File: config.mk
export PLATFORM = sky130hd
export DESIGN_NAME = adc_dma_top
export DESIGN_NICKNAME = d
export VERILOG_FILES = /design/src/common/s2mm_pkg.sv /design/src/common/adc_capture_pkg.sv /design/src/common/sample_fifo_if.sv /design/src/adc_dma_top.sv /design/src/dma/s2mm_burst.sv /design/src/sample_fifo.sv /design/src/capture/sample_packer.sv /design/src/capture/capture_fsm.sv
export VERILOG_INCLUDE_DIRS = /design/src /design/src/common
export SDC_FILE = /design/constraint.sdc
export NUM_CORES = 2
export LEC_CHECK = 0
export BUFFER_PORTS_ARGS = -buffer_cell sky130_fd_sc_hd__clkbuf_2
export CELL_PAD_IN_SITES_DETAIL_PLACEMENT = 1
export CELL_PAD_IN_SITES_GLOBAL_PLACEMENT = 2
export CORE_MARGIN = 1
export CORE_UTILIZATION = 33
export CTS_BUF_LIST = sky130_fd_sc_hd__clkbuf_8
export DETAILED_ROUTE_END_ITERATION = 16
export PLACE_DENSITY = 0.55
export SLEW_MARGIN = 20
export SYNTH_ARGS = -nofsm -noshare
export SYNTH_HDL_FRONTEND = slang
export SYNTH_SLANG_ARGS = --single-unit
File: constraint.sdc
create_clock -name adc_clk -period 7 [get_ports adc_clk]
set_input_delay 1.4 -clock adc_clk [delete_from_list [all_inputs] [get_ports adc_clk]]
set_output_delay 1.4 -clock adc_clk [all_outputs]
set_load 0.05 [all_outputs]
File: src/common/adc_dma_settings.svh
`ifndef ADC_DMA_SETTINGS_SVH
`define ADC_DMA_SETTINGS_SVH

`define ADC_BITS          12            // converter resolution
`define SAMPLE_BITS       16            // one stored sample word
`define BEAT_BITS         64            // datamover stream width
`define SAMPLES_PER_BEAT  4             // 64 / 16
`define BLOCK_BEATS       32            // beats per burst
`define BLOCK_BYTES       256           // bytes per burst, also btt
`define FIFO_DEPTH        64            // two blocks of slack
`define ADC_CYCLES_PER_US 200           // adc_clk is 200 MHz
`define US_BITS           10            // window length field
`define S2MM_TAG          4'b1010       // cmd tag and expected status
`define DDR_BASE_ADDR     32'h34000000  // first burst lands here

`endif
File: src/common/s2mm_pkg.sv
`include "adc_dma_settings.svh"

package s2mm_pkg;

  localparam int CMD_BITS  = 72;  // datamover command word
  localparam int ADDR_BITS = 32;
  localparam int TAG_BITS  = 4;
  localparam int BTT_BITS  = 23;

  localparam logic CMD_TYPE_INCR = 1'b1; // 0 would be fixed address

  // S2MM command layout, msb first
  typedef struct packed {
    logic [3:0]           rsvd;
    logic [TAG_BITS-1:0]  tag;    // echoed back in the status word
    logic [ADDR_BITS-1:0] saddr;  // start address
    logic                 drr;    // realignment request, unused
    logic                 eof;    // end of frame, tlast expected
    logic [5:0]           dsa;    // dre stream alignment
    logic                 btype;  // burst type
    logic [BTT_BITS-1:0]  btt;    // bytes to transfer
  } s2mm_cmd_t;

  typedef union packed {
    s2mm_cmd_t            f;    // field view
    logic [CMD_BITS-1:0]  raw;  // bus view
  } s2mm_cmd_u;

  typedef enum logic [1:0] {
    B_IDLE,  // waiting for a full block
    B_CMD,   // command offered
    B_DATA,  // streaming the block
    B_WAIT   // waiting for matching status
  } burst_state_t;

endpackage

File: src/common/adc_capture_pkg.sv
`include "adc_dma_settings.svh"

package adc_capture_pkg;

  // one converter sample as stored in memory
  typedef struct packed {
    logic [`SAMPLE_BITS-`ADC_BITS-2:0] pad;  // always zero
    logic                              ovr;  // out-of-range flag
    logic [`ADC_BITS-1:0]              data; // conversion result
  } adc_sample_t;

  // sample 0 sits in bits 15:0
  typedef adc_sample_t [`SAMPLES_PER_BEAT-1:0] beat_t;

  typedef enum logic [1:0] {
    IDLE,     // waiting for trigger
    CAPTURE,  // window open, one sample per cycle
    DRAIN,    // window closed, engine finishing full blocks
    DONE      // single-cycle completion
  } cap_state_t;

endpackage

File: src/common/sample_fifo_if.sv
`include "adc_dma_settings.svh"

interface sample_fifo_if;
  import adc_capture_pkg::*;

  logic                          wr_en;    // one packed word
  beat_t                         wr_data;
  logic                          rd_en;    // pops head, fwft
  beat_t                         rd_data;  // head of fifo
  logic                          empty;
  logic [$clog2(`FIFO_DEPTH):0]  count;    // words held
  logic                          flush;    // drop everything

  modport writer (output wr_en, output wr_data);
  modport fifo   (input wr_en, input wr_data, input rd_en, input flush,
                  output rd_data, output empty, output count);
  modport reader (output rd_en, input rd_data, input empty, input count);
  modport ctrl   (input count, output flush);

endinterface

File: src/adc_dma_top.sv
`include "adc_dma_settings.svh"

module adc_dma_top (
  input  logic                          adc_clk,
  input  logic                          rst,
  input  logic                          i_trig,
  input  logic [`US_BITS-1:0]           i_us_capture,
  input  logic [`ADC_BITS-1:0]          i_adc_data,
  input  logic                          i_adc_or,
  output logic                          o_cap_done,
  output logic                          o_overflow,
  input  logic                          i_s2mm_wr_cmd_tready,
  output logic [s2mm_pkg::CMD_BITS-1:0] o_s2mm_wr_cmd_tdata,
  output logic                          o_s2mm_wr_cmd_tvalid,
  output logic [`BEAT_BITS-1:0]         o_s2mm_wr_tdata,
  output logic [`BEAT_BITS/8-1:0]       o_s2mm_wr_tkeep,
  output logic                          o_s2mm_wr_tvalid,
  output logic                          o_s2mm_wr_tlast,
  input  logic                          i_s2mm_wr_tready,
  input  logic [s2mm_pkg::TAG_BITS-1:0] i_s2mm_sts_tdata,
  input  logic                          i_s2mm_sts_tvalid,
  input  logic                          i_s2mm_sts_tkeep,
  input  logic                          i_s2mm_sts_tlast
);

  logic sample_en; // high for every capture cycle
  logic clear;     // new trigger accepted
  logic idle;      // burst engine parked

  sample_fifo_if fifo_bus ();

  capture_fsm u_capture_fsm (
    .adc_clk      (adc_clk),
    .rst          (rst),
    .i_trig       (i_trig),
    .i_us_capture (i_us_capture),
    .i_idle       (idle),
    .fifo         (fifo_bus.ctrl),
    .o_sample_en  (sample_en),
    .o_clear      (clear),
    .o_cap_done   (o_cap_done)
  );

  sample_packer u_sample_packer (
    .adc_clk     (adc_clk),
    .rst         (rst),
    .i_sample_en (sample_en),
    .i_clear     (clear),
    .i_adc_data  (i_adc_data),
    .i_adc_or    (i_adc_or),
    .fifo        (fifo_bus.writer)
  );

  sample_fifo u_sample_fifo (
    .adc_clk    (adc_clk),
    .rst        (rst),
    .i_clear    (clear),
    .fifo       (fifo_bus.fifo),
    .o_overflow (o_overflow)
  );

  s2mm_burst u_s2mm_burst (
    .adc_clk              (adc_clk),
    .rst                  (rst),
    .i_clear              (clear),
    .fifo                 (fifo_bus.reader),
    .i_s2mm_wr_cmd_tready (i_s2mm_wr_cmd_tready),
    .o_s2mm_wr_cmd_tdata  (o_s2mm_wr_cmd_tdata),
    .o_s2mm_wr_cmd_tvalid (o_s2mm_wr_cmd_tvalid),
    .o_s2mm_wr_tdata      (o_s2mm_wr_tdata),
    .o_s2mm_wr_tkeep      (o_s2mm_wr_tkeep),
    .o_s2mm_wr_tvalid     (o_s2mm_wr_tvalid),
    .o_s2mm_wr_tlast      (o_s2mm_wr_tlast),
    .i_s2mm_wr_tready     (i_s2mm_wr_tready),
    .i_s2mm_sts_tdata     (i_s2mm_sts_tdata),
    .i_s2mm_sts_tvalid    (i_s2mm_sts_tvalid),
    .i_s2mm_sts_tkeep     (i_s2mm_sts_tkeep),
    .i_s2mm_sts_tlast     (i_s2mm_sts_tlast),
    .o_idle               (idle)
  );

endmodule

File: src/dma/s2mm_burst.sv
`include "adc_dma_settings.svh"

module s2mm_burst (
  input  logic                          adc_clk,
  input  logic                          rst,
  input  logic                          i_clear,
  sample_fifo_if.reader                 fifo,
  input  logic                          i_s2mm_wr_cmd_tready,
  output logic [s2mm_pkg::CMD_BITS-1:0] o_s2mm_wr_cmd_tdata,
  output logic                          o_s2mm_wr_cmd_tvalid,
  output logic [`BEAT_BITS-1:0]         o_s2mm_wr_tdata,
  output logic [`BEAT_BITS/8-1:0]       o_s2mm_wr_tkeep,
  output logic                          o_s2mm_wr_tvalid,
  output logic                          o_s2mm_wr_tlast,
  input  logic                          i_s2mm_wr_tready,
  input  logic [s2mm_pkg::TAG_BITS-1:0] i_s2mm_sts_tdata,
  input  logic                          i_s2mm_sts_tvalid,
  input  logic                          i_s2mm_sts_tkeep,
  input  logic                          i_s2mm_sts_tlast,
  output logic                          o_idle
);
  import s2mm_pkg::*;

  localparam int BEAT_CNT_BITS = $clog2(`BLOCK_BEATS);

  burst_state_t            state;
  burst_state_t            state_nxt;
  logic [ADDR_BITS-1:0]    addr;      // next burst start
  logic [BEAT_CNT_BITS-1:0] beat_cnt; // beats sent this burst
  s2mm_cmd_u               cmd;
  logic                    cmd_fire;
  logic                    beat_fire;
  logic                    last_beat;
  logic                    sts_ok;

  always_comb begin
    cmd.f.rsvd  = '0;
    cmd.f.tag   = `S2MM_TAG;
    cmd.f.saddr = addr;
    cmd.f.drr   = 1'b0;
    cmd.f.eof   = 1'b1;          // one frame per burst
    cmd.f.dsa   = '0;
    cmd.f.btype = CMD_TYPE_INCR;
    cmd.f.btt   = BTT_BITS'(`BLOCK_BYTES);
  end

  assign last_beat = (beat_cnt == BEAT_CNT_BITS'(`BLOCK_BEATS - 1));
  assign cmd_fire  = o_s2mm_wr_cmd_tvalid && i_s2mm_wr_cmd_tready;
  assign beat_fire = o_s2mm_wr_tvalid && i_s2mm_wr_tready;
  assign sts_ok    = i_s2mm_sts_tvalid && i_s2mm_sts_tkeep && i_s2mm_sts_tlast &&
                     (i_s2mm_sts_tdata == `S2MM_TAG); // other status ignored

  always_ff @(posedge adc_clk) begin
    if (rst) begin
      state <= B_IDLE;
    end else begin
      state <= state_nxt;
    end
  end

  always_comb begin
    state_nxt = state;
    case (state)
      B_IDLE: if (fifo.count >= `BLOCK_BEATS) state_nxt = B_CMD;
      B_CMD:  if (cmd_fire) state_nxt = B_DATA;
      B_DATA: if (beat_fire && last_beat) state_nxt = B_WAIT;
      B_WAIT: if (sts_ok) state_nxt = B_IDLE;
      default: state_nxt = B_IDLE;
    endcase
  end

  always_ff @(posedge adc_clk) begin
    if (rst || state != B_DATA) begin
      beat_cnt <= '0;
    end else if (beat_fire) begin
      beat_cnt <= beat_cnt + 1'b1; // wraps to 0 after tlast
    end
  end

  always_ff @(posedge adc_clk) begin
    if (rst || i_clear) begin
      addr <= `DDR_BASE_ADDR;
    end else if (state == B_WAIT && sts_ok) begin
      addr <= addr + ADDR_BITS'(`BLOCK_BYTES);
    end
  end

  assign o_s2mm_wr_cmd_tdata  = cmd.raw;             // held while in B_CMD
  assign o_s2mm_wr_cmd_tvalid = (state == B_CMD);
  assign o_s2mm_wr_tdata      = fifo.rd_data;        // head moves only on pop
  assign o_s2mm_wr_tkeep      = '1;
  assign o_s2mm_wr_tvalid     = (state == B_DATA) && !fifo.empty; // full block already queued
  assign o_s2mm_wr_tlast      = o_s2mm_wr_tvalid && last_beat;
  assign fifo.rd_en           = beat_fire;
  assign o_idle               = (state == B_IDLE);

endmodule

File: src/sample_fifo.sv
`include "adc_dma_settings.svh"

module sample_fifo (
  input  logic        adc_clk,
  input  logic        rst,
  input  logic        i_clear,
  sample_fifo_if.fifo fifo,
  output logic        o_overflow
);
  import adc_capture_pkg::*;

  localparam int PTR_BITS = $clog2(`FIFO_DEPTH);

  beat_t               mem [`FIFO_DEPTH];
  logic [PTR_BITS-1:0] wr_ptr;
  logic [PTR_BITS-1:0] rd_ptr;
  logic [PTR_BITS:0]   count;
  logic                full;
  logic                wr_ok;
  logic                rd_ok;

  assign full  = (count == (PTR_BITS + 1)'(`FIFO_DEPTH));
  assign wr_ok = fifo.wr_en && !full;        // full write is lost
  assign rd_ok = fifo.rd_en && (count != '0);

  always_ff @(posedge adc_clk) begin
    if (wr_ok) begin
      mem[wr_ptr] <= fifo.wr_data;
    end
  end

  always_ff @(posedge adc_clk) begin
    if (rst || fifo.flush) begin
      wr_ptr <= '0;
      rd_ptr <= '0;
      count  <= '0;
    end else begin
      if (wr_ok) wr_ptr <= wr_ptr + 1'b1; // pointers wrap on depth
      if (rd_ok) rd_ptr <= rd_ptr + 1'b1;
      case ({wr_ok, rd_ok})
        2'b10:   count <= count + 1'b1;
        2'b01:   count <= count - 1'b1;
        default: count <= count;
      endcase
    end
  end

  always_ff @(posedge adc_clk) begin
    if (rst || i_clear) begin
      o_overflow <= 1'b0;
    end else if (fifo.wr_en && full) begin
      o_overflow <= 1'b1; // sticky until next trigger
    end
  end

  assign fifo.rd_data = mem[rd_ptr]; // first word fall through
  assign fifo.empty   = (count == '0);
  assign fifo.count   = count;

endmodule

File: src/capture/sample_packer.sv
`include "adc_dma_settings.svh"

module sample_packer (
  input  logic                 adc_clk,
  input  logic                 rst,
  input  logic                 i_sample_en,
  input  logic                 i_clear,
  input  logic [`ADC_BITS-1:0] i_adc_data,
  input  logic                 i_adc_or,
  sample_fifo_if.writer        fifo
);
  import adc_capture_pkg::*;

  localparam int LANE_BITS = $clog2(`SAMPLES_PER_BEAT);
  localparam logic [LANE_BITS-1:0] LAST_LANE = LANE_BITS'(`SAMPLES_PER_BEAT - 1);

  adc_sample_t          sample;
  beat_t                acc;      // lanes fill from 0 upward
  logic [LANE_BITS-1:0] lane;
  logic                 wr_pend;  // word complete, write next cycle

  always_comb begin
    sample.pad  = '0;
    sample.ovr  = i_adc_or;
    sample.data = i_adc_data;
  end

  always_ff @(posedge adc_clk) begin
    if (i_sample_en) begin
      acc[lane] <= sample;
    end
  end

  always_ff @(posedge adc_clk) begin
    if (rst || i_clear) begin
      lane    <= '0;
      wr_pend <= 1'b0;
    end else begin
      wr_pend <= i_sample_en && (lane == LAST_LANE);
      if (i_sample_en) begin
        lane <= (lane == LAST_LANE) ? '0 : lane + 1'b1;
      end
    end
  end

  assign fifo.wr_en   = wr_pend;
  assign fifo.wr_data = acc; // lane 0 of next word not yet overwritten

endmodule

File: src/capture/capture_fsm.sv
`include "adc_dma_settings.svh"

module capture_fsm (
  input  logic                adc_clk,
  input  logic                rst,
  input  logic                i_trig,
  input  logic [`US_BITS-1:0] i_us_capture,
  input  logic                i_idle,
  sample_fifo_if.ctrl         fifo,
  output logic                o_sample_en,
  output logic                o_clear,
  output logic                o_cap_done
);
  import adc_capture_pkg::*;

  localparam int CYC_BITS = $clog2(`ADC_CYCLES_PER_US);

  logic [2:0]          trig_q;     // [1:0] sync, [2] edge history
  logic                trig_rise;
  cap_state_t          state;
  cap_state_t          state_nxt;
  logic [CYC_BITS-1:0] cyc_cnt;    // cycles within one us
  logic [`US_BITS-1:0] us_cnt;     // whole us elapsed
  logic                us_wrap;
  logic                win_end;
  logic                settle;     // first drain cycle
  logic                drain_end;

  always_ff @(posedge adc_clk) begin
    if (rst) begin
      trig_q <= '0;
    end else begin
      trig_q <= {trig_q[1:0], i_trig};
    end
  end

  assign trig_rise = trig_q[1] & ~trig_q[2]; // no extra latency from edge detect

  assign us_wrap = (cyc_cnt == CYC_BITS'(`ADC_CYCLES_PER_US - 1));
  assign win_end = us_wrap && (us_cnt == i_us_capture - 1'b1); // last capture cycle

  // packer still holds one word on the first drain cycle
  assign drain_end = (state == DRAIN) && !settle &&
                     (fifo.count < `BLOCK_BEATS) && i_idle;

  always_ff @(posedge adc_clk) begin
    if (rst) begin
      state <= IDLE;
    end else begin
      state <= state_nxt;
    end
  end

  always_comb begin
    state_nxt = state;
    case (state)
      IDLE:    if (trig_rise) state_nxt = CAPTURE; // late triggers dropped
      CAPTURE: if (win_end) state_nxt = DRAIN;
      DRAIN:   if (drain_end) state_nxt = DONE;
      DONE:    state_nxt = IDLE;
      default: state_nxt = IDLE;
    endcase
  end

  always_ff @(posedge adc_clk) begin
    if (rst || state != CAPTURE) begin
      cyc_cnt <= '0;
      us_cnt  <= '0;
    end else if (us_wrap) begin
      cyc_cnt <= '0;
      us_cnt  <= us_cnt + 1'b1;
    end else begin
      cyc_cnt <= cyc_cnt + 1'b1;
    end
  end

  always_ff @(posedge adc_clk) begin
    if (rst) begin
      settle <= 1'b0;
    end else begin
      settle <= (state == CAPTURE) && win_end;
    end
  end

  assign o_clear     = (state == IDLE) && trig_rise; // lands on capture entry
  assign o_sample_en = (state == CAPTURE);
  assign o_cap_done  = (state == DONE);
  assign fifo.flush  = drain_end;                    // partial block discarded

endmodule

==> metrics.yaml <==
drv_slew: 0
fp.dieH_um: 635
drt_pre_antenna_iters: 5
place_area_sq_mm: 0.142
synth_area_sq_mm: 0.132
antenna_left: 0
stdcell_area_sq_mm: 0.152
min_period_over_period: 0.881
criticalPathCategory: "reg2out"
post_drt_wl_per_cell_um: 34.9
grt_overflow: 0
core_sq_mm: 0.399
cts_buffers: 588
fp-row-count: 232
hold_viol: 0
synthArstFlopShare: 0
dieWidth_um: 635
nNetsFinal: 6161
portBuffers: 115
hpwl_mm: 214
track_usage: 0.202
syn_to_final_growth_pct: 15.0
netlist.top_cell.by_area: "edfxtp_1"
htreeDepth: 6
worst_slew_pin_slew_ps: 1170
routed_wl_mm: 414
cts_tree: "done"
clk_latency_ps: 1180
grt_pass1_vias: 66900
clk_transition_reported_paths_ps: 60
drc: 0
synthTopCellsByArea: "edfxtp_1 77%, mux4_2 18%, dfxtp_1 1.3%"
cap_violations: 0
combPwrFrac: 0.017
grt_max_degree: 110
grt_pass1_wl_mm: 557
synth_cell_types: 62
num_vias: 63000
internal_power_w: 0.0312
critPathCaptureType: "output port"
max_freq_mhz: 162
switchingPower_w: 0.00902
syn_inst: 5401
finalCriticalPeriod_ps: 6170
ir_worst_vdd_v: 0.000188
post_drt_via_cell_ratio: 5.33
place_congestion: 0.734
pwr-share-seq: 0.570
postCtsSetupBuffers: 0
clock_sinks: 3464
pwr_density_cell_mw_per_mm2: 265
min_from: "i_trig"
crit_path_start_kind: "flop"
synth_edf_count: 3380
holdCritPathClass: "in2reg"
cp_data_required_time_ps: 5600
die-area_sq_mm: 0.404
arrival_ps: 4770
start_util: 0.332
p_leak_nw: 45.8
clockPowerShare: 0.413
avgSynthCellArea_sq_um: 24.5
antenna_found_initial: 25
drtIter0Drc: 7015
tns_ps: 0
netlist.area_leader.share: 0.767
holdBufCountCts: 0
ys_ff_latch: 3464
setup_violations: 0
power.share.switching: 0.224
outcome: "complete, no violations"
post_route_cells_drive_above_1_share: 0.344
rsz0062_at_grt: "false"
fill_cells: 37700
cts-root-buf: "clkbuf_8"
regToRegStartpoint: "u_sample_fifo.fifo.count[3]"
yosysSeqAreaShare: 0.780
synthFlopType: "edfxtp_1"
pin_count: 184
relSlewSlack: 0.220
skew_ps: 67.4
cts.path.max_buffers: 4
ys_warn_count: 0
cts-resized-gates: 0
cp_max_fo: 28
-- cells by family (layout without fill, tap and decap cells) --
logic type | Yosys count | in the layout | synth area share
buffers and inverters | 362 | 1446 | 0.0134
multiplexers | 1118 | 1118 | 0.187
AND/OR/NAND/NOR | 297 | 297 | 0.0106
XOR/XNOR | 59 | 59 | 0.00390
flip-flops | 3464 | 3464 | 0.780
adder cells (fa/ha/maj) | 23 | 23 | 0.00217
AO/OA/AOI/OAI | 76 | 76 | 0.00372
other | 2 | 89 | 0.0000567
-- final timing paths --
kind | endpoint | slack [ps] | cells after the start
setup / recovery | o_s2mm_wr_tdata[36] | 830 | 7
hold / removal | u_capture_fsm.trig_q[0] | 440 | 2
setup reg to reg | u_sample_fifo.mem[35][2] | 1950 | 7
hold reg to reg | u_capture_fsm.trig_q[1] | 450 | 1
-- Yosys cell counts (all sizes together), types with 3 or more instances --
library cell / number
a21o: 3
a21oi: 19
a31oi: 4
and2: 6
and3: 7
buf: 187
clkbuf: 152
dfxtp: 84
edfxtp: 3380
ha: 23
inv: 23
mux2: 14
mux2i: 26
mux4: 1078
nand2: 47
nand2b: 7
nand3: 16
nand3b: 3
nand4: 19
nor2: 144
nor2b: 8
nor3: 7
nor4: 4
o21ai: 29
or2: 5
or3: 12
xnor2: 20
xor2: 39
-- worst max-delay path, cell delays in order, from the launching register on --
cell      delay (ps)
dfxtp_4          720
buf_12           330
buf_12           280
buf_12           280
mux4_2           530
mux4_2           520
mux4_2           550
clkbuf_2         270
-- flip-flops by register name, summed over array words and instances, names as in the netlist, named ones only --
register	cells
u_capture_fsm.cyc_cnt	8
u_capture_fsm.settle	1
u_capture_fsm.state	2
u_capture_fsm.trig_q	3
u_capture_fsm.us_cnt	10
u_s2mm_burst.addr	24
u_s2mm_burst.beat_cnt	5
u_s2mm_burst.state	2
u_sample_fifo.fifo.count	7
u_sample_fifo.mem	3328
u_sample_fifo.o_overflow	1
u_sample_fifo.rd_ptr	6
u_sample_fifo.wr_ptr	6
u_sample_packer.fifo.wr_data	52
u_sample_packer.fifo.wr_en	1
u_sample_packer.lane	2
-- per-stage QoR --
step	total power, W	cells	hold WS, ps	setup slack, ps	utilization
6_report	0.0403	11800	436	833	0.381
3_5_place_dp	0.0241	10800	435	1810	0.355
4_1_cts	0.0407	11800	294	661	0.381
2_1_floorplan	0.0238	5467	413	2580	-
3_3_place_gp	0.0240	10800	425	1680	0.355
5_1_grt	0.0415	11800	353	614	0.381
-- placed cells by master, fill, tap and decap left out, types with 5 or more instances in the layout --
cell type,netlist,layout
edfxtp_1,3380,3380
mux4_2,1078,1078
clkbuf_8,0,595
inv_1,23,227
buf_4,84,183
clkinv_1,0,141
clkbuf_2,0,115
buf_12,0,85
nor2_1,144,81
dfxtp_1,84,78
conb_1,2,68
nor2_4,0,63
nand2_1,47,47
xor2_1,39,39
clkinv_2,0,37
o21ai_0,28,28
mux2i_1,26,26
ha_1,23,23
diode_2,0,21
xnor2_1,20,20
inv_6,0,20
nand4_1,19,19
a21oi_1,19,19
nand3_1,16,16
clkinvlp_4,0,15
mux2_2,14,14
or3_1,12,12
inv_8,0,10
nor2b_1,8,8
bufinv_16,0,8
and3_1,7,7
nand2b_1,7,7
nor3_1,7,7
dfxtp_4,0,6
and2_1,6,5
or2_2,5,5
clkinv_8,0,5
-- metal layers --
metal / GRT usage / up-vias / routed length (um)
met5: 0.00260 / - / 233
met4: 0.0628 / 16 / 12000
met3: 0.0419 / 633 / 28300
met2: 0.334 / 2508 / 203000
met1: 0.267 / 35200 / 170000
li1: - / 24700 / -
-- power groups by stage --
stage	clock network [W]	registers (W)	logic, W
finish	0.0166	0.0229	0.000672
global placement	0	0.0234	0.000626
global route	0.0179	0.0229	0.000729
detailed placement	0	0.0234	0.000675
CTS	0.0171	0.0229	0.000675
floorplan	0	0.0236	0.000201
-- cell type report --
class                           instances  area, sq um  area share
Clock buffer                          595         8190      0.0538
Sequential cell                      3464       103000       0.678
Antenna cell                           21         52.6    0.000345
Tap cell                             5265         6590      0.0433
Inverter                               23         88.8    0.000584
Multi-Input combinational cell       1641        28100       0.185
Timing Repair Buffer                  385         3710      0.0244
Clock inverter                        443         2240      0.0147
(Power assumes the default switching activity.)
